<file path="config.mk">
export PLATFORM = sky130hd
export DESIGN_NAME = mem_arbiter_flat
export DESIGN_NICKNAME = d
export VERILOG_FILES = /design/src/verilog/zx_bus_pkg.sv /design/src/verilog/zx_mem_map_pkg.sv /design/src/verilog/mem_port_if.sv /design/src/verilog/mem_arbiter.sv /design/src/flat_wrapper.sv
export SDC_FILE = /design/constraint.sdc
export NUM_CORES = 1
export LEC_CHECK = 0
export ABC_AREA = 1
export CORE_ASPECT_RATIO = 0.9
export CORE_MARGIN = 4
export CORE_UTILIZATION = 50
export DETAILED_ROUTE_END_ITERATION = 10
export DONT_BUFFER_PORTS = 1
export GPL_TIMING_DRIVEN = 0
export PLACE_DENSITY = 0.71
export SYNTH_ARGS = -nofsm -noshare
export SYNTH_HDL_FRONTEND = slang
export SYNTH_SLANG_ARGS = --single-unit
</file>
<file path="constraint.sdc">
create_clock -name clk_sys -period 4.1 [get_ports clk_sys]
set_input_delay 0.41 -clock clk_sys [delete_from_list [all_inputs] [get_ports clk_sys]]
set_output_delay 0.41 -clock clk_sys [all_outputs]
set_load 0.01 [all_outputs]
</file>
<file path="src/verilog/zx_bus_pkg.sv">
// Bus types shared by the memory requesters: byte address, 7FFD page register, port index
package zx_bus_pkg;

	// Byte address into the shared memory, bit 0 picks the lane
	typedef logic [18:0] mem_addr_t;

	// 7FFD paging register, written as a byte and read back as fields
	typedef union packed {
		logic [7:0] raw;
		struct packed {
			logic [1:0] spare;
			logic       lock;     // Freezes paging until reset
			logic       rom_sel;
			logic       screen;   // Shadow screen, used by video only
			logic [2:0] ram_bank; // Bank seen at C000
		} f;
	} page_reg_u;

	// Requester index, also the arbiter slot
	typedef enum logic [1:0] {
		PORT_CPU = 2'd0,
		PORT_GS  = 2'd1,
		PORT_DL  = 2'd2
	} port_id_t;

endpackage
</file>
<file path="src/verilog/zx_mem_map_pkg.sv">
// Shared memory map of the Spectrum memory system: region bases, bank geometry, read latency
package zx_mem_map_pkg;

	// ============================================================
	// Region bases, byte addresses
	// ============================================================
	localparam zx_bus_pkg::mem_addr_t RAM_BASE = 19'h00000; // Eight 16K RAM banks
	localparam zx_bus_pkg::mem_addr_t ROM_BASE = 19'h20000; // ROM pages, download target
	localparam zx_bus_pkg::mem_addr_t GS_BASE  = 19'h40000; // General Sound window, 256K max

	// ============================================================
	// Bank geometry
	// ============================================================
	localparam int BANK_W = 14;                              // Offset inside a 16K segment
	localparam zx_bus_pkg::mem_addr_t BANK_SIZE = 19'(1) << BANK_W;

	localparam int ROM_PAGES = 2;                            // 128K editor and 48K BASIC

	// Banks hard wired at 4000 and 8000
	localparam logic [2:0] FIXED_BANK_1 = 3'd5;
	localparam logic [2:0] FIXED_BANK_2 = 3'd2;

	// Memory read pipeline depth in clk_sys cycles
	localparam int READ_LATENCY = 2;

endpackage

</file>
<file path="src/verilog/mem_port_if.sv">
// Link from one memory requester to the shared arbiter, valid/ready request and response pulse
`timescale 1ns/1ps

interface mem_port_if;

	// Request, driven by the requester
	logic                  req_valid;
	zx_bus_pkg::mem_addr_t req_addr;
	logic                  req_we;
	logic [7:0]            req_wdata;

	logic                  req_ready; // Grant from the arbiter

	// Read response, one pulse per accepted read, no back-pressure
	logic                  rsp_valid;
	logic [7:0]            rsp_data;

	modport requester (
		output req_valid, req_addr, req_we, req_wdata,
		input  req_ready, rsp_valid, rsp_data
	);

	modport arbiter (
		input  req_valid, req_addr, req_we, req_wdata,
		output req_ready, rsp_valid, rsp_data
	);

endinterface

</file>
<file path="src/verilog/mem_arbiter.sv">
// Round-robin memory arbiter for three requesters, in-order read data routing
`timescale 1ns/1ps

module mem_arbiter #(
	parameter int MEM_AW = 18
) (
	input  logic              clk_sys,
	input  logic              reset,

	mem_port_if.arbiter       cpu_port,
	mem_port_if.arbiter       gs_port,
	mem_port_if.arbiter       dl_port,

	output logic              mem_en,
	output logic              mem_we,
	output logic [MEM_AW-1:0] mem_waddr,
	output logic [1:0]        mem_be,
	output logic [15:0]       mem_wdata,
	input  logic [15:0]       mem_rdata
);

	localparam int LAT = zx_mem_map_pkg::READ_LATENCY;

	logic [2:0]                req, grant, r_we;
	zx_bus_pkg::mem_addr_t     r_addr  [3];
	logic [7:0]                r_wdata [3];
	zx_bus_pkg::port_id_t      winner, last_win;
	zx_bus_pkg::mem_addr_t     sel_addr;

	// Read tag pipeline, lines up with the memory read stages
	logic [LAT-1:0]            pipe_v;
	zx_bus_pkg::port_id_t      pipe_id   [LAT];
	logic                      pipe_lane [LAT];
	logic [7:0]                rsp_byte;

	assign req     = {dl_port.req_valid, gs_port.req_valid, cpu_port.req_valid};
	assign r_we    = {dl_port.req_we, gs_port.req_we, cpu_port.req_we};
	assign r_addr  = '{cpu_port.req_addr, gs_port.req_addr, dl_port.req_addr};
	assign r_wdata = '{cpu_port.req_wdata, gs_port.req_wdata, dl_port.req_wdata};

	// ============================================================
	// Round robin, search starts after the last winner
	// ============================================================
	always_comb begin
		int idx;
		grant  = '0;
		winner = last_win;
		for (int k = 1; k <= 3; k++) begin
			idx = (int'(last_win) + k) % 3;
			if (req[idx] && grant == '0) begin
				grant[idx] = 1'b1;
				winner     = zx_bus_pkg::port_id_t'(idx);
			end
		end
	end

	always_ff @(posedge clk_sys) begin
		if (reset)
			last_win <= zx_bus_pkg::PORT_DL; // CPU goes first
		else if (mem_en)
			last_win <= winner;
	end

	assign cpu_port.req_ready = grant[0];
	assign gs_port.req_ready  = grant[1];
	assign dl_port.req_ready  = grant[2];

	assign sel_addr  = r_addr[winner];
	assign mem_en    = |grant;
	assign mem_we    = r_we[winner];
	assign mem_waddr = sel_addr[MEM_AW:1];
	assign mem_be    = mem_we ? {sel_addr[0], !sel_addr[0]} : 2'b11;
	assign mem_wdata = {2{r_wdata[winner]}}; // Byte on both lanes

	// ============================================================
	// Response routing
	// ============================================================
	always_ff @(posedge clk_sys) begin
		if (reset)
			pipe_v <= '0;
		else
			pipe_v <= {pipe_v[LAT-2:0], mem_en && !mem_we};
	end

	always_ff @(posedge clk_sys) begin
		pipe_id[0]   <= winner;
		pipe_lane[0] <= sel_addr[0];
		for (int i = 1; i < LAT; i++) begin
			pipe_id[i]   <= pipe_id[i-1];
			pipe_lane[i] <= pipe_lane[i-1];
		end
	end

	assign rsp_byte = pipe_lane[LAT-1] ? mem_rdata[15:8] : mem_rdata[7:0];

	assign cpu_port.rsp_valid = pipe_v[LAT-1] && (pipe_id[LAT-1] == zx_bus_pkg::PORT_CPU);
	assign gs_port.rsp_valid  = pipe_v[LAT-1] && (pipe_id[LAT-1] == zx_bus_pkg::PORT_GS);
	assign dl_port.rsp_valid  = pipe_v[LAT-1] && (pipe_id[LAT-1] == zx_bus_pkg::PORT_DL);
	assign cpu_port.rsp_data  = rsp_byte;
	assign gs_port.rsp_data   = rsp_byte;
	assign dl_port.rsp_data   = rsp_byte;

	a_one_grant: assert property (@(posedge clk_sys) disable iff (reset)
		$onehot0({cpu_port.req_ready, gs_port.req_ready, dl_port.req_ready}));

endmodule

</file>
<file path="src/flat_wrapper.sv">
// flat-port wrapper written by rule: the top's interface ports become plain ports
module mem_arbiter_flat 
#(
	parameter int MEM_AW = 18
)
  (clk_sys, reset, mem_en, mem_we, mem_waddr, mem_be, mem_wdata, mem_rdata, cpu_port_req_valid, cpu_port_req_addr, cpu_port_req_we, cpu_port_req_wdata, cpu_port_req_ready, cpu_port_rsp_valid, cpu_port_rsp_data, gs_port_req_valid, gs_port_req_addr, gs_port_req_we, gs_port_req_wdata, gs_port_req_ready, gs_port_rsp_valid, gs_port_rsp_data, dl_port_req_valid, dl_port_req_addr, dl_port_req_we, dl_port_req_wdata, dl_port_req_ready, dl_port_rsp_valid, dl_port_rsp_data);
  mem_port_if cpu_port_i ();
  mem_port_if gs_port_i ();
  mem_port_if dl_port_i ();
  input  logic clk_sys;
  input  logic reset;
  output logic mem_en;
  output logic mem_we;
  output logic [MEM_AW-1:0] mem_waddr;
  output logic [1:0] mem_be;
  output logic [15:0] mem_wdata;
  input  logic [15:0] mem_rdata;
  input wire logic [$bits(cpu_port_i.req_valid)-1:0] cpu_port_req_valid;
  input wire logic [$bits(cpu_port_i.req_addr)-1:0] cpu_port_req_addr;
  input wire logic [$bits(cpu_port_i.req_we)-1:0] cpu_port_req_we;
  input wire logic [$bits(cpu_port_i.req_wdata)-1:0] cpu_port_req_wdata;
  output wire logic [$bits(cpu_port_i.req_ready)-1:0] cpu_port_req_ready;
  output wire logic [$bits(cpu_port_i.rsp_valid)-1:0] cpu_port_rsp_valid;
  output wire logic [$bits(cpu_port_i.rsp_data)-1:0] cpu_port_rsp_data;
  input wire logic [$bits(gs_port_i.req_valid)-1:0] gs_port_req_valid;
  input wire logic [$bits(gs_port_i.req_addr)-1:0] gs_port_req_addr;
  input wire logic [$bits(gs_port_i.req_we)-1:0] gs_port_req_we;
  input wire logic [$bits(gs_port_i.req_wdata)-1:0] gs_port_req_wdata;
  output wire logic [$bits(gs_port_i.req_ready)-1:0] gs_port_req_ready;
  output wire logic [$bits(gs_port_i.rsp_valid)-1:0] gs_port_rsp_valid;
  output wire logic [$bits(gs_port_i.rsp_data)-1:0] gs_port_rsp_data;
  input wire logic [$bits(dl_port_i.req_valid)-1:0] dl_port_req_valid;
  input wire logic [$bits(dl_port_i.req_addr)-1:0] dl_port_req_addr;
  input wire logic [$bits(dl_port_i.req_we)-1:0] dl_port_req_we;
  input wire logic [$bits(dl_port_i.req_wdata)-1:0] dl_port_req_wdata;
  output wire logic [$bits(dl_port_i.req_ready)-1:0] dl_port_req_ready;
  output wire logic [$bits(dl_port_i.rsp_valid)-1:0] dl_port_rsp_valid;
  output wire logic [$bits(dl_port_i.rsp_data)-1:0] dl_port_rsp_data;
  assign cpu_port_i.req_valid = cpu_port_req_valid;
  assign cpu_port_i.req_addr = cpu_port_req_addr;
  assign cpu_port_i.req_we = cpu_port_req_we;
  assign cpu_port_i.req_wdata = cpu_port_req_wdata;
  assign cpu_port_req_ready = cpu_port_i.req_ready;
  assign cpu_port_rsp_valid = cpu_port_i.rsp_valid;
  assign cpu_port_rsp_data = cpu_port_i.rsp_data;
  assign gs_port_i.req_valid = gs_port_req_valid;
  assign gs_port_i.req_addr = gs_port_req_addr;
  assign gs_port_i.req_we = gs_port_req_we;
  assign gs_port_i.req_wdata = gs_port_req_wdata;
  assign gs_port_req_ready = gs_port_i.req_ready;
  assign gs_port_rsp_valid = gs_port_i.rsp_valid;
  assign gs_port_rsp_data = gs_port_i.rsp_data;
  assign dl_port_i.req_valid = dl_port_req_valid;
  assign dl_port_i.req_addr = dl_port_req_addr;
  assign dl_port_i.req_we = dl_port_req_we;
  assign dl_port_i.req_wdata = dl_port_req_wdata;
  assign dl_port_req_ready = dl_port_i.req_ready;
  assign dl_port_rsp_valid = dl_port_i.rsp_valid;
  assign dl_port_rsp_data = dl_port_i.rsp_data;
  mem_arbiter #(.MEM_AW(MEM_AW)) u_core (.clk_sys(clk_sys), .reset(reset), .cpu_port(cpu_port_i), .gs_port(gs_port_i), .dl_port(dl_port_i), .mem_en(mem_en), .mem_we(mem_we), .mem_waddr(mem_waddr), .mem_be(mem_be), .mem_wdata(mem_wdata), .mem_rdata(mem_rdata));
endmodule
</file>
==> flow_summary.html, run 1 <==
<table>
<tr><th>Metric</th><th>Value</th></tr>
<tr><th colspan="2">STA</th></tr>
<tr><td>Total Negative Setup Slacks</td><td>0 ns</td></tr>
<tr><td>Worst clock skew</td><td>about 0.006 ns</td></tr>
<tr><td>Rel. slew slack</td><td>57.3%</td></tr>
<tr><td>Slew at the pin closest to its max-slew limit</td><td>0.634 ns</td></tr>
<tr><td>Setup Viol. Count Final</td><td>0</td></tr>
<tr><td>Maximum clock rate</td><td>0.285 GHz</td></tr>
<tr><td>Minimum clock period</td><td>roughly 3.5 ns</td></tr>
<tr><td>Slew Limit Fails</td><td>0</td></tr>
<tr><td>Final cycle utilization of the critical path</td><td>85.5%</td></tr>
<tr><td>Setup repair after global routing missed its margin</td><td>false</td></tr>
<tr><td>Final Hold Fails</td><td>0</td></tr>
<tr><th colspan="2">Finish</th></tr>
<tr><td>Layout Utilization</td><td>55.0%</td></tr>
<tr><td>Area growth, synth to finish</td><td>5.76%</td></tr>
<tr><td>Net total in the final layout</td><td>slightly above 400</td></tr>
<tr><td>Area of all sequential standard cells</td><td>200 um^2</td></tr>
<tr><td>Fraction of final layout cells with drive strength greater than 1</td><td>40.7%</td></tr>
<tr><td>Layout filler cell count</td><td>394</td></tr>
<tr><td>Multi-input combinational cell area</td><td>1210 um^2</td></tr>
<tr><td>Number of inserted diodes</td><td>0</td></tr>
<tr><td>Final design area excluding fillers</td><td>2070 um^2</td></tr>
<tr><th colspan="2">Placement</th></tr>
<tr><td>Standard cell area after detailed placement</td><td>around 2000 um^2</td></tr>
<tr><td>Post-DP HPWL</td><td>4580 um</td></tr>
<tr><td>Routability-driven placement congestion ratio</td><td>0.809</td></tr>
<tr><td>Port-buffer cells</td><td>0</td></tr>
<tr><th colspan="2">Clock tree</th></tr>
<tr><td>Clk Latency, worst-skew pair</td><td>0.23 ns</td></tr>
<tr><td>TritonCTS sink count</td><td>10</td></tr>
<tr><td>Clock transition at the registers of the reported paths</td><td>0.05 ns</td></tr>
<tr><td>Hold-fix buffers, CTS</td><td>0</td></tr>
<tr><td>Clock tree from TritonCTS</td><td>done</td></tr>
<tr><td>Worst-case clock buffer depth</td><td>2</td></tr>
<tr><td>Total clock buffers created by CTS</td><td>3</td></tr>
<tr><td>CTS root buffer</td><td>sky130_fd_sc_hd__clkbuf_8</td></tr>
<tr><td>Post_cts resized</td><td>0</td></tr>
<tr><td>Number of buffers added for setup after CTS</td><td>0</td></tr>
<tr><td>CTS HTree Levels</td><td>1</td></tr>
<tr><th colspan="2">Synth</th></tr>
<tr><td>Synthesized flop and latch total</td><td>10</td></tr>
<tr><td>Fraction of synthesized cell area taken by the top area cell type</td><td>between 10% and 20%</td></tr>
<tr><td>Number of library cell types mapped by synthesis</td><td>32</td></tr>
<tr><td>Largest area contributor in the synthesized netlist</td><td>sky130_fd_sc_hd__buf_4</td></tr>
<tr><td>Number of flops mapped to enable cells by yosys</td><td>0</td></tr>
<tr><td>Per-instance average area after synthesis</td><td>6.67 um^2</td></tr>
<tr><td>Post-synthesis cell count</td><td>293</td></tr>
<tr><td>Register area share after synthesis</td><td>10.2%</td></tr>
<tr><td>Post-Syn Nets</td><td>402</td></tr>
<tr><td>Post-synthesis instance area</td><td>1960 um^2</td></tr>
<tr><td>Ranking of synthesized cells by area</td><td>sky130_fd_sc_hd__buf_4, sky130_fd_sc_hd__nand2_1, sky130_fd_sc_hd__dfxtp_1</td></tr>
<tr><td>Count leader, synth</td><td>sky130_fd_sc_hd__nand2_1</td></tr>
<tr><td>Leading register cell type out of synthesis</td><td>sky130_fd_sc_hd__dfxtp_1</td></tr>
<tr><td>Synth async-reset ratio</td><td>0%</td></tr>
<tr><td>Post-synth top cells</td><td>sky130_fd_sc_hd__nand2_1, sky130_fd_sc_hd__buf_4, sky130_fd_sc_hd__nor2_1</td></tr>
<tr><td>Synthesis warning total</td><td>0</td></tr>
<tr><th colspan="2">Drt</th></tr>
<tr><td>Starting DRT DRC Count</td><td>45</td></tr>
<tr><td>Per-cell via count in the routed design</td><td>about 5.3</td></tr>
<tr><td>Via count of the routed design</td><td>1803</td></tr>
<tr><td>Per-cell routed wire length</td><td>around 15 um</td></tr>
<tr><td>Number of design rule violations left after detail routing</td><td>0</td></tr>
<tr><td>Post-Route WL</td><td>5300 um</td></tr>
<tr><td>Number of iterations in the first detailed-routing pass</td><td>4</td></tr>
<tr><td>Number of nets with antenna violations after detailed routing</td><td>0</td></tr>
<tr><th colspan="2">Outcome</th></tr>
<tr><td>Outcome</td><td>complete, no violations</td></tr>
<tr><th colspan="2">Flow run</th></tr>
<tr><td>Number of maximum-capacitance constraint violations</td><td>0</td></tr>
<tr><th colspan="2">Floorplanning</th></tr>
<tr><td>Core ar.</td><td>3760 um^2</td></tr>
<tr><td>X dimension of the die</td><td>73.9 um</td></tr>
<tr><td>Die Ht</td><td>67.3 um</td></tr>
<tr><td>Starting utilization of the core area</td><td>between 50% and 60%</td></tr>
<tr><td>Top-level I/O count</td><td>~170</td></tr>
<tr><td>Row count</td><td>21</td></tr>
<tr><td>Full die area</td><td>approximately 5000 um^2</td></tr>
<tr><th colspan="2">Setup path</th></tr>
<tr><td>List of cells traversed by the critical path</td><td>inv_1 &gt; ha_1 &gt; inv_1 &gt; nand3_1 &gt; nand2_1 &gt; nor2_4 &gt; nand4_1 &gt; nand2_1 &gt; nor2_4 &gt; nand3_2 &gt; nand2_4 &gt; buf_6 &gt; o21ai_0 &gt; o21ai_0 &gt; buf_4</td></tr>
<tr><td>Length in cells of the worst reg-to-reg path</td><td>15</td></tr>
<tr><td>Launching point of the worst reg2reg path</td><td>u_core.last_win[0]$_SDFFE_PP0P_</td></tr>
<tr><td>Family of cells with the greatest summed delay on the critical path</td><td>simple AND/OR/NAND/NOR gates</td></tr>
<tr><td>Endpoint of the worst-slack reg-to-reg timing path</td><td>u_core.pipe_v[0]$_SDFF_PP0_</td></tr>
<tr><td>CP Buf/Inv Count</td><td>4</td></tr>
<tr><td>Worst-case register-to-register setup slack</td><td>1.59 ns</td></tr>
<tr><td>Critical Path Max Stage Delay</td><td>0.51 ns</td></tr>
<tr><td>Arrival time worst endpoint</td><td>3.10 ns</td></tr>
<tr><td>Maximum net fanout on the critical path</td><td>10</td></tr>
<tr><td>Critical path startpoint category</td><td>flop</td></tr>
<tr><td>WP depth</td><td>15</td></tr>
<tr><td>Slowest cell on the critical path</td><td>sky130_fd_sc_hd__o21ai_0</td></tr>
<tr><td>CP Capture Point</td><td>mem_wdata[8]</td></tr>
<tr><td>Worst setup startpoint</td><td>u_core.last_win[0]$_SDFFE_PP0P_</td></tr>
<tr><td>Required time at the worst-slack endpoint</td><td>~3.7 ns</td></tr>
<tr><td>Kind of critical path</td><td>flop to output pin</td></tr>
<tr><td>Type of destination of the critical path</td><td>output pin</td></tr>
<tr><th colspan="2">Global routing</th></tr>
<tr><td>Maximum number of pins on one net before global-route repair</td><td>11</td></tr>
<tr><td>Leftover overflow at the end of global routing</td><td>0</td></tr>
<tr><td>Initial antenna violation count</td><td>0</td></tr>
<tr><td>Overall global routing resource usage</td><td>about 18%</td></tr>
<tr><td>Wire length of the first global-routing pass</td><td>7220 um</td></tr>
<tr><td>Via count of the first global-routing pass</td><td>~1500</td></tr>
<tr><th colspan="2">Hold path</th></tr>
<tr><td>Hold wc startpoint</td><td>reset</td></tr>
<tr><td>Hold Crit Depth</td><td>1</td></tr>
<tr><td>Hold Crit Class</td><td>input port to flop</td></tr>
</table>
cells in the final DEF (no fill, tap or decap):
cell                       instances
sky130_fd_sc_hd__o211ai_1          1
sky130_fd_sc_hd__clkbuf_8          4
sky130_fd_sc_hd__inv_2             4
sky130_fd_sc_hd__nand2_4           2
sky130_fd_sc_hd__nand3_1          14
sky130_fd_sc_hd__clkbuf_1          1
sky130_fd_sc_hd__o21a_1            1
sky130_fd_sc_hd__nor2_4            2
sky130_fd_sc_hd__o21ai_2          20
sky130_fd_sc_hd__a31oi_4           1
sky130_fd_sc_hd__o21ai_1          13
sky130_fd_sc_hd__dfxtp_1          10
sky130_fd_sc_hd__nor2_1           30
sky130_fd_sc_hd__nand3_2           9
sky130_fd_sc_hd__nand2_1          59
sky130_fd_sc_hd__buf_6             7
sky130_fd_sc_hd__buf_12            2
sky130_fd_sc_hd__a21oi_1           1
sky130_fd_sc_hd__buf_4            42
sky130_fd_sc_hd__mux2_2            8
sky130_fd_sc_hd__nor3b_1           1
sky130_fd_sc_hd__a31oi_1           2
sky130_fd_sc_hd__nor2_2            6
sky130_fd_sc_hd__o21ai_0          22
sky130_fd_sc_hd__clkinv_1          1
sky130_fd_sc_hd__nor2_8            1
sky130_fd_sc_hd__nand4_1           1
sky130_fd_sc_hd__nand2_2           9
sky130_fd_sc_hd__ha_1              4
sky130_fd_sc_hd__buf_2             2
sky130_fd_sc_hd__inv_1            15
sky130_fd_sc_hd__inv_4             1
sky130_fd_sc_hd__buf_8             1
sequential cells by signal, summed over array words and instances, names as in the netlist:
register	count
u_core.pipe_v	2
u_core.pipe_id	4
u_core.pipe_lane	2
u_core.last_win	2
worst min path at each step:
| stage | slack, ns | to |
|---|---|---|
| after CTS | 0.25 | u_core.pipe_v[1]$_SDFF_PP0_ |
| final | 0.25 | u_core.pipe_v[1]$_SDFF_PP0_ |
| after global placement | 0.31 | u_core.pipe_id[0][3]$_DFF_P_ |
| after floorplan | 0.31 | u_core.pipe_id[0][2]$_DFF_P_ |
| after global routing | 0.25 | u_core.pipe_v[1]$_SDFF_PP0_ |
| after detailed placement | 0.31 | u_core.pipe_id[0][3]$_DFF_P_ |
metal layers:
layer  up-vias  routed length, um  track usage, %
li1        916                  -               -
met1       807               1920            22.3
met2        74               2840            32.7
met3         6                503            3.13
met4         0                 44            4.30
met5         -                  0               0
final cells by class:
cell class / instances / area share, %
multi-input combinational: 207 / 58.6
tap: 46 / 2.78
buffer: 55 / 22.4
sequential: 10 / 9.68
inverter: 21 / 3.93
clock buffer: 4 / 2.66
metrics by stage:
stage	hold slack, ns	cells	setup slack (ns)
CTS	0.253	343	0.585
detailed placement	0.315	339	0.861
global route	0.249	343	0.317
global placement	0.312	339	0.839
finish	0.252	343	0.593
floorplan	0.310	293	1.30
kinds of logic (layout without fill, tap and decap cells):
| kind of cell | after synthesis | count (layout) | share of synthesized area [%] |
|---|---|---|---|
| simple gates | 134 | 134 | 34.1 |
| buf+inv | 76 | 80 | 27.8 |
| compound gates | 61 | 61 | 20.7 |
| flops | 10 | 10 | 10.2 |
| mux | 8 | 8 | 4.61 |
| fa+ha+maj | 4 | 4 | 2.56 |
Power of run 1 is not shown: default switching activity piles up to over one toggle a cycle in this logic, so the estimate is an artifact.
==> run 2: changes to the inputs <==
--- a/config.mk
+++ b/config.mk
@@ -6,13 +6,14 @@
 export NUM_CORES = 1
 export LEC_CHECK = 0
 export ABC_AREA = 1
+export BUFFER_PORTS_ARGS = -buffer_cell sky130_fd_sc_hd__buf_4
 export CORE_ASPECT_RATIO = 0.9
 export CORE_MARGIN = 4
-export CORE_UTILIZATION = 50
+export CORE_UTILIZATION = 42
 export DETAILED_ROUTE_END_ITERATION = 10
-export DONT_BUFFER_PORTS = 1
 export GPL_TIMING_DRIVEN = 0
-export PLACE_DENSITY = 0.71
+export PLACE_DENSITY = 0.94
+export SETUP_SLACK_MARGIN = 0.3
 export SYNTH_ARGS = -nofsm -noshare
 export SYNTH_HDL_FRONTEND = slang
 export SYNTH_SLANG_ARGS = --single-unit
==> flow_summary.html, run 2 (synthesis gave the netlist of run 1 again) <==
<table>
<tr><th>Metric</th><th>Value</th></tr>
<tr><th colspan="2">Outcome</th></tr>
<tr><td>Outcome</td><td>complete, no violations</td></tr>
<tr><th colspan="2">Floorplanning</th></tr>
<tr><td>Starting utilization of the core area</td><td>between 40% and 50%</td></tr>
<tr><td>Core ar.</td><td>4490 um^2</td></tr>
<tr><td>Full die area</td><td>5810 um^2</td></tr>
<tr><td>Top-level I/O count</td><td>173</td></tr>
<tr><td>X dimension of the die</td><td>around 80 um</td></tr>
<tr><td>Row count</td><td>23</td></tr>
<tr><td>Die Ht</td><td>72.7 um</td></tr>
<tr><th colspan="2">Global routing</th></tr>
<tr><td>Via count of the first global-routing pass</td><td>2491</td></tr>
<tr><td>Wire length of the first global-routing pass</td><td>12000 um</td></tr>
<tr><td>Initial antenna violation count</td><td>0</td></tr>
<tr><td>Leftover overflow at the end of global routing</td><td>0</td></tr>
<tr><td>Maximum number of pins on one net before global-route repair</td><td>11</td></tr>
<tr><td>Overall global routing resource usage</td><td>about a quarter</td></tr>
<tr><th colspan="2">STA</th></tr>
<tr><td>Setup repair after global routing missed its margin</td><td>false</td></tr>
<tr><td>Minimum clock period</td><td>3.40 ns</td></tr>
<tr><td>Setup Viol. Count Final</td><td>0</td></tr>
<tr><td>Slew at the pin closest to its max-slew limit</td><td>0.422 ns</td></tr>
<tr><td>Worst clock skew</td><td>0.000920 ns</td></tr>
<tr><td>Final cycle utilization of the critical path</td><td>83.0%</td></tr>
<tr><td>Rel. slew slack</td><td>71.9%</td></tr>
<tr><td>Total Negative Setup Slacks</td><td>0 ns</td></tr>
<tr><td>Slew Limit Fails</td><td>0</td></tr>
<tr><td>Maximum clock rate</td><td>0.294 GHz</td></tr>
<tr><td>Final Hold Fails</td><td>0</td></tr>
<tr><th colspan="2">Drt</th></tr>
<tr><td>Post-Route WL</td><td>around 8000 um</td></tr>
<tr><td>Number of nets with antenna violations after detailed routing</td><td>0</td></tr>
<tr><td>Starting DRT DRC Count</td><td>93</td></tr>
<tr><td>Per-cell via count in the routed design</td><td>4.76</td></tr>
<tr><td>Via count of the routed design</td><td>2528</td></tr>
<tr><td>Number of iterations in the first detailed-routing pass</td><td>4</td></tr>
<tr><td>Number of design rule violations left after detail routing</td><td>0</td></tr>
<tr><td>Per-cell routed wire length</td><td>between 10 and 15 um</td></tr>
<tr><th colspan="2">Setup path</th></tr>
<tr><td>Maximum net fanout on the critical path</td><td>10</td></tr>
<tr><td>Slowest cell on the critical path</td><td>sky130_fd_sc_hd__dfxtp_1</td></tr>
<tr><td>Required time at the worst-slack endpoint</td><td>3.69 ns</td></tr>
<tr><td>Critical Path Most Common Cell</td><td>sky130_fd_sc_hd__nand2_1</td></tr>
<tr><td>Arrival time worst endpoint</td><td>2.99 ns</td></tr>
<tr><td>Worst setup startpoint</td><td>u_core.last_win[0]$_SDFFE_PP0P_</td></tr>
<tr><td>Kind of critical path</td><td>flop to output pin</td></tr>
<tr><td>Critical path startpoint category</td><td>flop</td></tr>
<tr><td>List of cells traversed by the critical path</td><td>inv_1 &gt; ha_1 &gt; inv_1 &gt; nand3_1 &gt; nand2_1 &gt; nor2_4 &gt; nand3_2 &gt; nand2_1 &gt; nor2_1 &gt; nand3_2 &gt; nand2_1 &gt; nand2_2 &gt; o21ai_0 &gt; o21ai_0 &gt; buf_4 &gt; buf_4</td></tr>
<tr><td>Type of destination of the critical path</td><td>output pin</td></tr>
<tr><td>Launching point of the worst reg2reg path</td><td>u_core.last_win[0]$_SDFFE_PP0P_</td></tr>
<tr><td>Critical Path Max Stage Delay</td><td>approximately 0.38 ns</td></tr>
<tr><th colspan="2">Placement</th></tr>
<tr><td>Post-DP HPWL</td><td>around 6700 um</td></tr>
<tr><td>Routability-driven placement congestion ratio</td><td>0.827</td></tr>
<tr><td>Port-buffer cells</td><td>172</td></tr>
<tr><th colspan="2">Finish</th></tr>
<tr><td>Layout Utilization</td><td>75.3%</td></tr>
<tr><td>Net total in the final layout</td><td>between 500 and 600</td></tr>
<tr><td>Number of inserted diodes</td><td>0</td></tr>
<tr><td>Most common library cell in the layout ignoring fill and taps</td><td>sky130_fd_sc_hd__buf_4</td></tr>
<tr><td>Commonest cells after routing, fill and taps aside</td><td>sky130_fd_sc_hd__buf_4, sky130_fd_sc_hd__nand2_1, sky130_fd_sc_hd__nor2_1, sky130_fd_sc_hd__o21ai_0, sky130_fd_sc_hd__o21ai_2</td></tr>
<tr><td>Largest reg by FF count</td><td>u_core.pipe_id</td></tr>
<tr><td>Fraction of final layout cells with drive strength greater than 1</td><td>62.5%</td></tr>
<tr><td>Largest register FFs</td><td>4</td></tr>
<tr><td>Area growth, synth to finish</td><td>72.8%</td></tr>
<tr><th colspan="2">Hold path</th></tr>
<tr><td>Hold wc startpoint</td><td>u_core.pipe_id[0][0]$_DFF_P_</td></tr>
<tr><td>Hold Crit Class</td><td>flop to flop</td></tr>
<tr><th colspan="2">Clock tree</th></tr>
<tr><td>Number of buffers added for setup after CTS</td><td>0</td></tr>
<tr><td>Clk Latency, worst-skew pair</td><td>0.24 ns</td></tr>
<tr><td>Clock tree from TritonCTS</td><td>done</td></tr>
<tr><td>Hold-fix buffers, CTS</td><td>0</td></tr>
<tr><td>Worst-case clock buffer depth</td><td>2</td></tr>
<tr><td>Total clock buffers created by CTS</td><td>3</td></tr>
<tr><td>TritonCTS sink count</td><td>10</td></tr>
<tr><td>Post_cts resized</td><td>0</td></tr>
<tr><td>CTS HTree Levels</td><td>1</td></tr>
<tr><td>CTS root buffer</td><td>sky130_fd_sc_hd__clkbuf_8</td></tr>
<tr><td>Clock transition at the registers of the reported paths</td><td>0.05 ns</td></tr>
<tr><th colspan="2">Flow run</th></tr>
<tr><td>Number of maximum-capacitance constraint violations</td><td>0</td></tr>
</table>
==> run 2: changes by cell type in the layout (fill, tap and decap cells not counted) <==
cell / delta
sky130_fd_sc_hd__buf_4: +172
==> run 2: final cells by class <==
| class | instances | area [um^2] |
|---|---|---|
| Timing Repair Buffer | 172 | 1290 |
| Multi-Input combinational cell | 207 | 1210 |
| Fill cell | 359 | 1110 |
| Buffer | 55 | 463 |
| Sequential cell | 10 | 200 |
| Inverter | 21 | 81.3 |
| Tap cell | 62 | 77.6 |
| Clock buffer | 4 | 55.1 |
==> run 2: stage by stage <==
step,area (um^2),worst slack [ns],std cells,hold slack [ns]
3_3_place_gp,3320,1.04,527,0.311
3_5_place_dp,3320,0.980,527,0.317
2_1_floorplan,1960,1.30,293,0.310
5_1_grt,3380,0.482,531,0.334
6_report,3380,0.696,531,0.327
4_1_cts,3380,0.692,531,0.326
==> run 2: worst paths after layout <==
| kind | endpoint | slack, ns | cells past startpoint |
|---|---|---|---|
| max | mem_wdata[9] | 0.70 | 16 |
| min | u_core.pipe_id[0][2]$_DFF_P_ | 0.33 | 0 |
| max reg2reg | u_core.pipe_v[0]$_SDFF_PP0_ | 1.61 | 16 |
| min reg2reg | u_core.pipe_id[0][2]$_DFF_P_ | 0.33 | 0 |
==> run 2: critical path: cells and delay by family (launching register included) <==
family | cells | cell delay, ns
and+or+nand+nor | 9 | 1.11
buffers and inverters | 4 | 0.50
AOI/OAI and AO/OA | 2 | 0.44
DFF | 1 | 0.38
adders and majority gates | 1 | 0.33
==> run 2: per-layer routing <==
layer	vias to the layer above	part of all wire [%]	global-route usage (%)	wire, um
met5	-	0	0	0
met4	0	2.4	8.26	189
met3	16	7.7	4.44	614
met2	99	54	50.1	4310
met1	1153	35	27.9	2810
li1	1260	-	-	-
Power of run 2 is left out for the same reason.
==> run 3: changes to the inputs <==
--- a/config.mk
+++ b/config.mk
@@ -9,10 +9,10 @@
 export BUFFER_PORTS_ARGS = -buffer_cell sky130_fd_sc_hd__buf_4
 export CORE_ASPECT_RATIO = 0.9
 export CORE_MARGIN = 4
-export CORE_UTILIZATION = 42
+export CORE_UTILIZATION = 39
 export DETAILED_ROUTE_END_ITERATION = 10
 export GPL_TIMING_DRIVEN = 0
-export PLACE_DENSITY = 0.94
+export PLACE_DENSITY = 0.89
 export SETUP_SLACK_MARGIN = 0.3
 export SYNTH_ARGS = -nofsm -noshare
 export SYNTH_HDL_FRONTEND = slang
==> constraint.sdc (replaced) <==
create_clock -name clk_sys -period 3.3 [get_ports clk_sys]
set_input_delay 0.33 -clock clk_sys [delete_from_list [all_inputs] [get_ports clk_sys]]
set_output_delay 0.33 -clock clk_sys [all_outputs]
set_load 0.01 [all_outputs]
==> flow_summary.html, run 3 (synthesis gave the netlist of run 1 again) <==
<table>
<tr><th>Metric</th><th>Value</th></tr>
<tr><th colspan="2">Finish</th></tr>
<tr><td>Area growth, synth to finish</td><td>107%</td></tr>
<tr><td>Number of inserted diodes</td><td>0</td></tr>
<tr><td>Net total in the final layout</td><td>611</td></tr>
<tr><td>Largest reg by FF count</td><td>u_core.pipe_id</td></tr>
<tr><td>Layout filler cell count</td><td>271</td></tr>
<tr><td>Fraction of final layout cells with drive strength greater than 1</td><td>about three quarters</td></tr>
<tr><td>Commonest cells after routing, fill and taps aside</td><td>sky130_fd_sc_hd__buf_4, sky130_fd_sc_hd__nand2_1, sky130_fd_sc_hd__o21ai_2, sky130_fd_sc_hd__nor2_1, sky130_fd_sc_hd__buf_6</td></tr>
<tr><td>Area of all sequential standard cells</td><td>about 210 um^2</td></tr>
<tr><td>Multi-input combinational cell area</td><td>1490 um^2</td></tr>
<tr><td>Most common library cell in the layout ignoring fill and taps</td><td>sky130_fd_sc_hd__buf_4</td></tr>
<tr><td>Largest register FFs</td><td>4</td></tr>
<tr><th colspan="2">Clock tree</th></tr>
<tr><td>Clock transition at the registers of the reported paths</td><td>~0.050 ns</td></tr>
<tr><td>CTS root buffer</td><td>sky130_fd_sc_hd__clkbuf_8</td></tr>
<tr><td>Total clock buffers created by CTS</td><td>3</td></tr>
<tr><td>Worst-case clock buffer depth</td><td>2</td></tr>
<tr><td>CTS HTree Levels</td><td>1</td></tr>
<tr><td>Hold-fix buffers, CTS</td><td>0</td></tr>
<tr><td>Clk Latency, worst-skew pair</td><td>between 0.2 and 0.25 ns</td></tr>
<tr><td>Clock tree from TritonCTS</td><td>done</td></tr>
<tr><td>TritonCTS sink count</td><td>10</td></tr>
<tr><th colspan="2">Placement</th></tr>
<tr><td>Port-buffer cells</td><td>172</td></tr>
<tr><td>Post-DP HPWL</td><td>6450 um</td></tr>
<tr><td>Routability-driven placement congestion ratio</td><td>between 0.8 and 0.9</td></tr>
<tr><th colspan="2">Global routing</th></tr>
<tr><td>Busiest layer in global routing</td><td>met2</td></tr>
<tr><td>M3 GR Usage</td><td>4.43%</td></tr>
<tr><td>Met2 layer usage reported by global route</td><td>44.0%</td></tr>
<tr><td>Leftover overflow at the end of global routing</td><td>0</td></tr>
<tr><td>Maximum number of pins on one net before global-route repair</td><td>11</td></tr>
<tr><td>Overall global routing resource usage</td><td>between 20% and 30%</td></tr>
<tr><td>Via count of the first global-routing pass</td><td>2484</td></tr>
<tr><td>Initial antenna violation count</td><td>0</td></tr>
<tr><td>Wire length of the first global-routing pass</td><td>11300 um</td></tr>
<tr><td>GRT met1 Usage</td><td>25.6%</td></tr>
<tr><th colspan="2">STA</th></tr>
<tr><td>Worst clock skew</td><td>0.000607 ns</td></tr>
<tr><td>Total Negative Setup Slacks</td><td>0 ns</td></tr>
<tr><td>Rel. slew slack</td><td>66.9%</td></tr>
<tr><td>Final cycle utilization of the critical path</td><td>94.3%</td></tr>
<tr><td>Setup Viol. Count Final</td><td>0</td></tr>
<tr><td>Maximum clock rate</td><td>about 0.32 GHz</td></tr>
<tr><td>Slew Limit Fails</td><td>0</td></tr>
<tr><td>Slew at the pin closest to its max-slew limit</td><td>about 0.50 ns</td></tr>
<tr><td>Setup repair after global routing missed its margin</td><td>true</td></tr>
<tr><td>Final Hold Fails</td><td>0</td></tr>
<tr><td>Minimum clock period</td><td>3.11 ns</td></tr>
<tr><td>Hold WS</td><td>0.254 ns</td></tr>
<tr><th colspan="2">Drt</th></tr>
<tr><td>Number of iterations in the first detailed-routing pass</td><td>5</td></tr>
<tr><td>Via count of the routed design</td><td>2934</td></tr>
<tr><td>Per-cell via count in the routed design</td><td>roughly 5.2</td></tr>
<tr><td>Number of nets with antenna violations after detailed routing</td><td>0</td></tr>
<tr><td>Starting DRT DRC Count</td><td>201</td></tr>
<tr><td>Per-cell routed wire length</td><td>between 15 and 20 um</td></tr>
<tr><td>Number of design rule violations left after detail routing</td><td>0</td></tr>
<tr><td>Post-Route WL</td><td>10600 um</td></tr>
<tr><th colspan="2">Setup path</th></tr>
<tr><td>Required time at the worst-slack endpoint</td><td>2.97 ns</td></tr>
<tr><td>Arrival time worst endpoint</td><td>2.78 ns</td></tr>
<tr><td>Critical path startpoint category</td><td>flop</td></tr>
<tr><td>Type of destination of the critical path</td><td>output pin</td></tr>
<tr><td>Maximum net fanout on the critical path</td><td>8</td></tr>
<tr><td>Kind of critical path</td><td>flop to output pin</td></tr>
<tr><th colspan="2">Flow run</th></tr>
<tr><td>Number of maximum-capacitance constraint violations</td><td>0</td></tr>
<tr><th colspan="2">Hold path</th></tr>
<tr><td>Hold Crit Class</td><td>input port to flop</td></tr>
<tr><th colspan="2">Floorplanning</th></tr>
<tr><td>Die Ht</td><td>75.2 um</td></tr>
<tr><td>Row count</td><td>24</td></tr>
<tr><td>Full die area</td><td>6210 um^2</td></tr>
<tr><td>Top-level I/O count</td><td>approximately 170</td></tr>
<tr><td>X dimension of the die</td><td>82.6 um</td></tr>
<tr><td>Core ar.</td><td>4830 um^2</td></tr>
<tr><td>Starting utilization of the core area</td><td>40.5%</td></tr>
<tr><th colspan="2">Outcome</th></tr>
<tr><td>Outcome</td><td>complete, no violations</td></tr>
</table>
run 3: cell types whose count changed in the layout (fill, tap and decap cells not counted), moves of 4 or more:
cell,before,now
sky130_fd_sc_hd__buf_4,214,229
sky130_fd_sc_hd__nor2_4,2,10
sky130_fd_sc_hd__nand2_2,9,16
sky130_fd_sc_hd__nor2_1,30,23
sky130_fd_sc_hd__nand3_4,0,6
sky130_fd_sc_hd__nand2_4,2,7
sky130_fd_sc_hd__nand3_1,14,10
sky130_fd_sc_hd__buf_6,7,18
sky130_fd_sc_hd__nand2_1,59,47
sky130_fd_sc_hd__o21ai_2,20,32
sky130_fd_sc_hd__o21ai_0,22,9
run 3: area by class of cell:
cell class	count	share of cell area [%]
Tap cell	65	2.01
Buffer	55	12.1
Sequential cell	10	5.07
Clock buffer	4	1.36
Inverter	21	2.26
Multi-Input combinational cell	208	36.9
Timing Repair Buffer	203	40.3
run 3: metal layers:
layer | vias up | share of wire (%)
met1 | 1361 | 33
li1 | 1326 | -
met5 | - | 0
met4 | 0 | 4.9
met3 | 60 | 10
met2 | 187 | 52
run 3: what timing repair did:
| action | 4_1_cts | 5_1_grt |
|---|---|---|
| setup buffers | 13 | 15 |
| endpoints found under the setup margin | 37 | 37 |
| cloned | 1 | 3 |
| pin swaps | 12 | 29 |
| resized for setup | 23 | 82 |
run 3: per-stage QoR:
step	cell area (um^2)	cells	utilization, %	setup WS, ns
5_1_grt	4050	566	83.7	0.0944
3_5_place_dp	3330	530	68.8	0.247
2_1_floorplan	1960	293	-	0.577
4_1_cts	3580	548	74.1	0.279
6_report	4050	566	83.7	0.188
3_3_place_gp	3330	530	68.8	0.299
run 3: worst max-delay path, stage by stage (launching register included):
cell and delay (ns):
sky130_fd_sc_hd__dfxtp_2 0.35, sky130_fd_sc_hd__inv_2 0.06, sky130_fd_sc_hd__ha_4 0.28, sky130_fd_sc_hd__buf_8 0.12
sky130_fd_sc_hd__nand2_4 0.06, sky130_fd_sc_hd__nand3_4 0.07, sky130_fd_sc_hd__nand3_4 0.09, sky130_fd_sc_hd__nand4_1 0.15
sky130_fd_sc_hd__nand2_2 0.10, sky130_fd_sc_hd__nor2_4 0.20, sky130_fd_sc_hd__nand3_2 0.12, sky130_fd_sc_hd__nand2_4 0.14
sky130_fd_sc_hd__buf_8 0.14, sky130_fd_sc_hd__o21ai_0 0.13, sky130_fd_sc_hd__o21ai_2 0.23, sky130_fd_sc_hd__buf_4 0.16
sky130_fd_sc_hd__buf_4 0.11
run 3: path summary, 6_finish.rpt:
| check | startpoint | end | slack [ns] | cells past startpoint |
|---|---|---|---|---|
| setup / recovery | u_core.last_win[0]$_SDFFE_PP0P_ | mem_wdata[11] | 0.19 | 16 |
| hold / removal | reset | u_core.pipe_v[1]$_SDFF_PP0_ | 0.25 | 2 |
| setup reg to reg | u_core.last_win[0]$_SDFFE_PP0P_ | u_core.pipe_lane[0][0]$_DFF_P_ | 0.82 | 17 |
| hold reg to reg | u_core.pipe_lane[0][0]$_DFF_P_ | u_core.pipe_lane[0][1]$_DFF_P_ | 0.33 | 0 |
Power of run 3 is left out for the same reason.
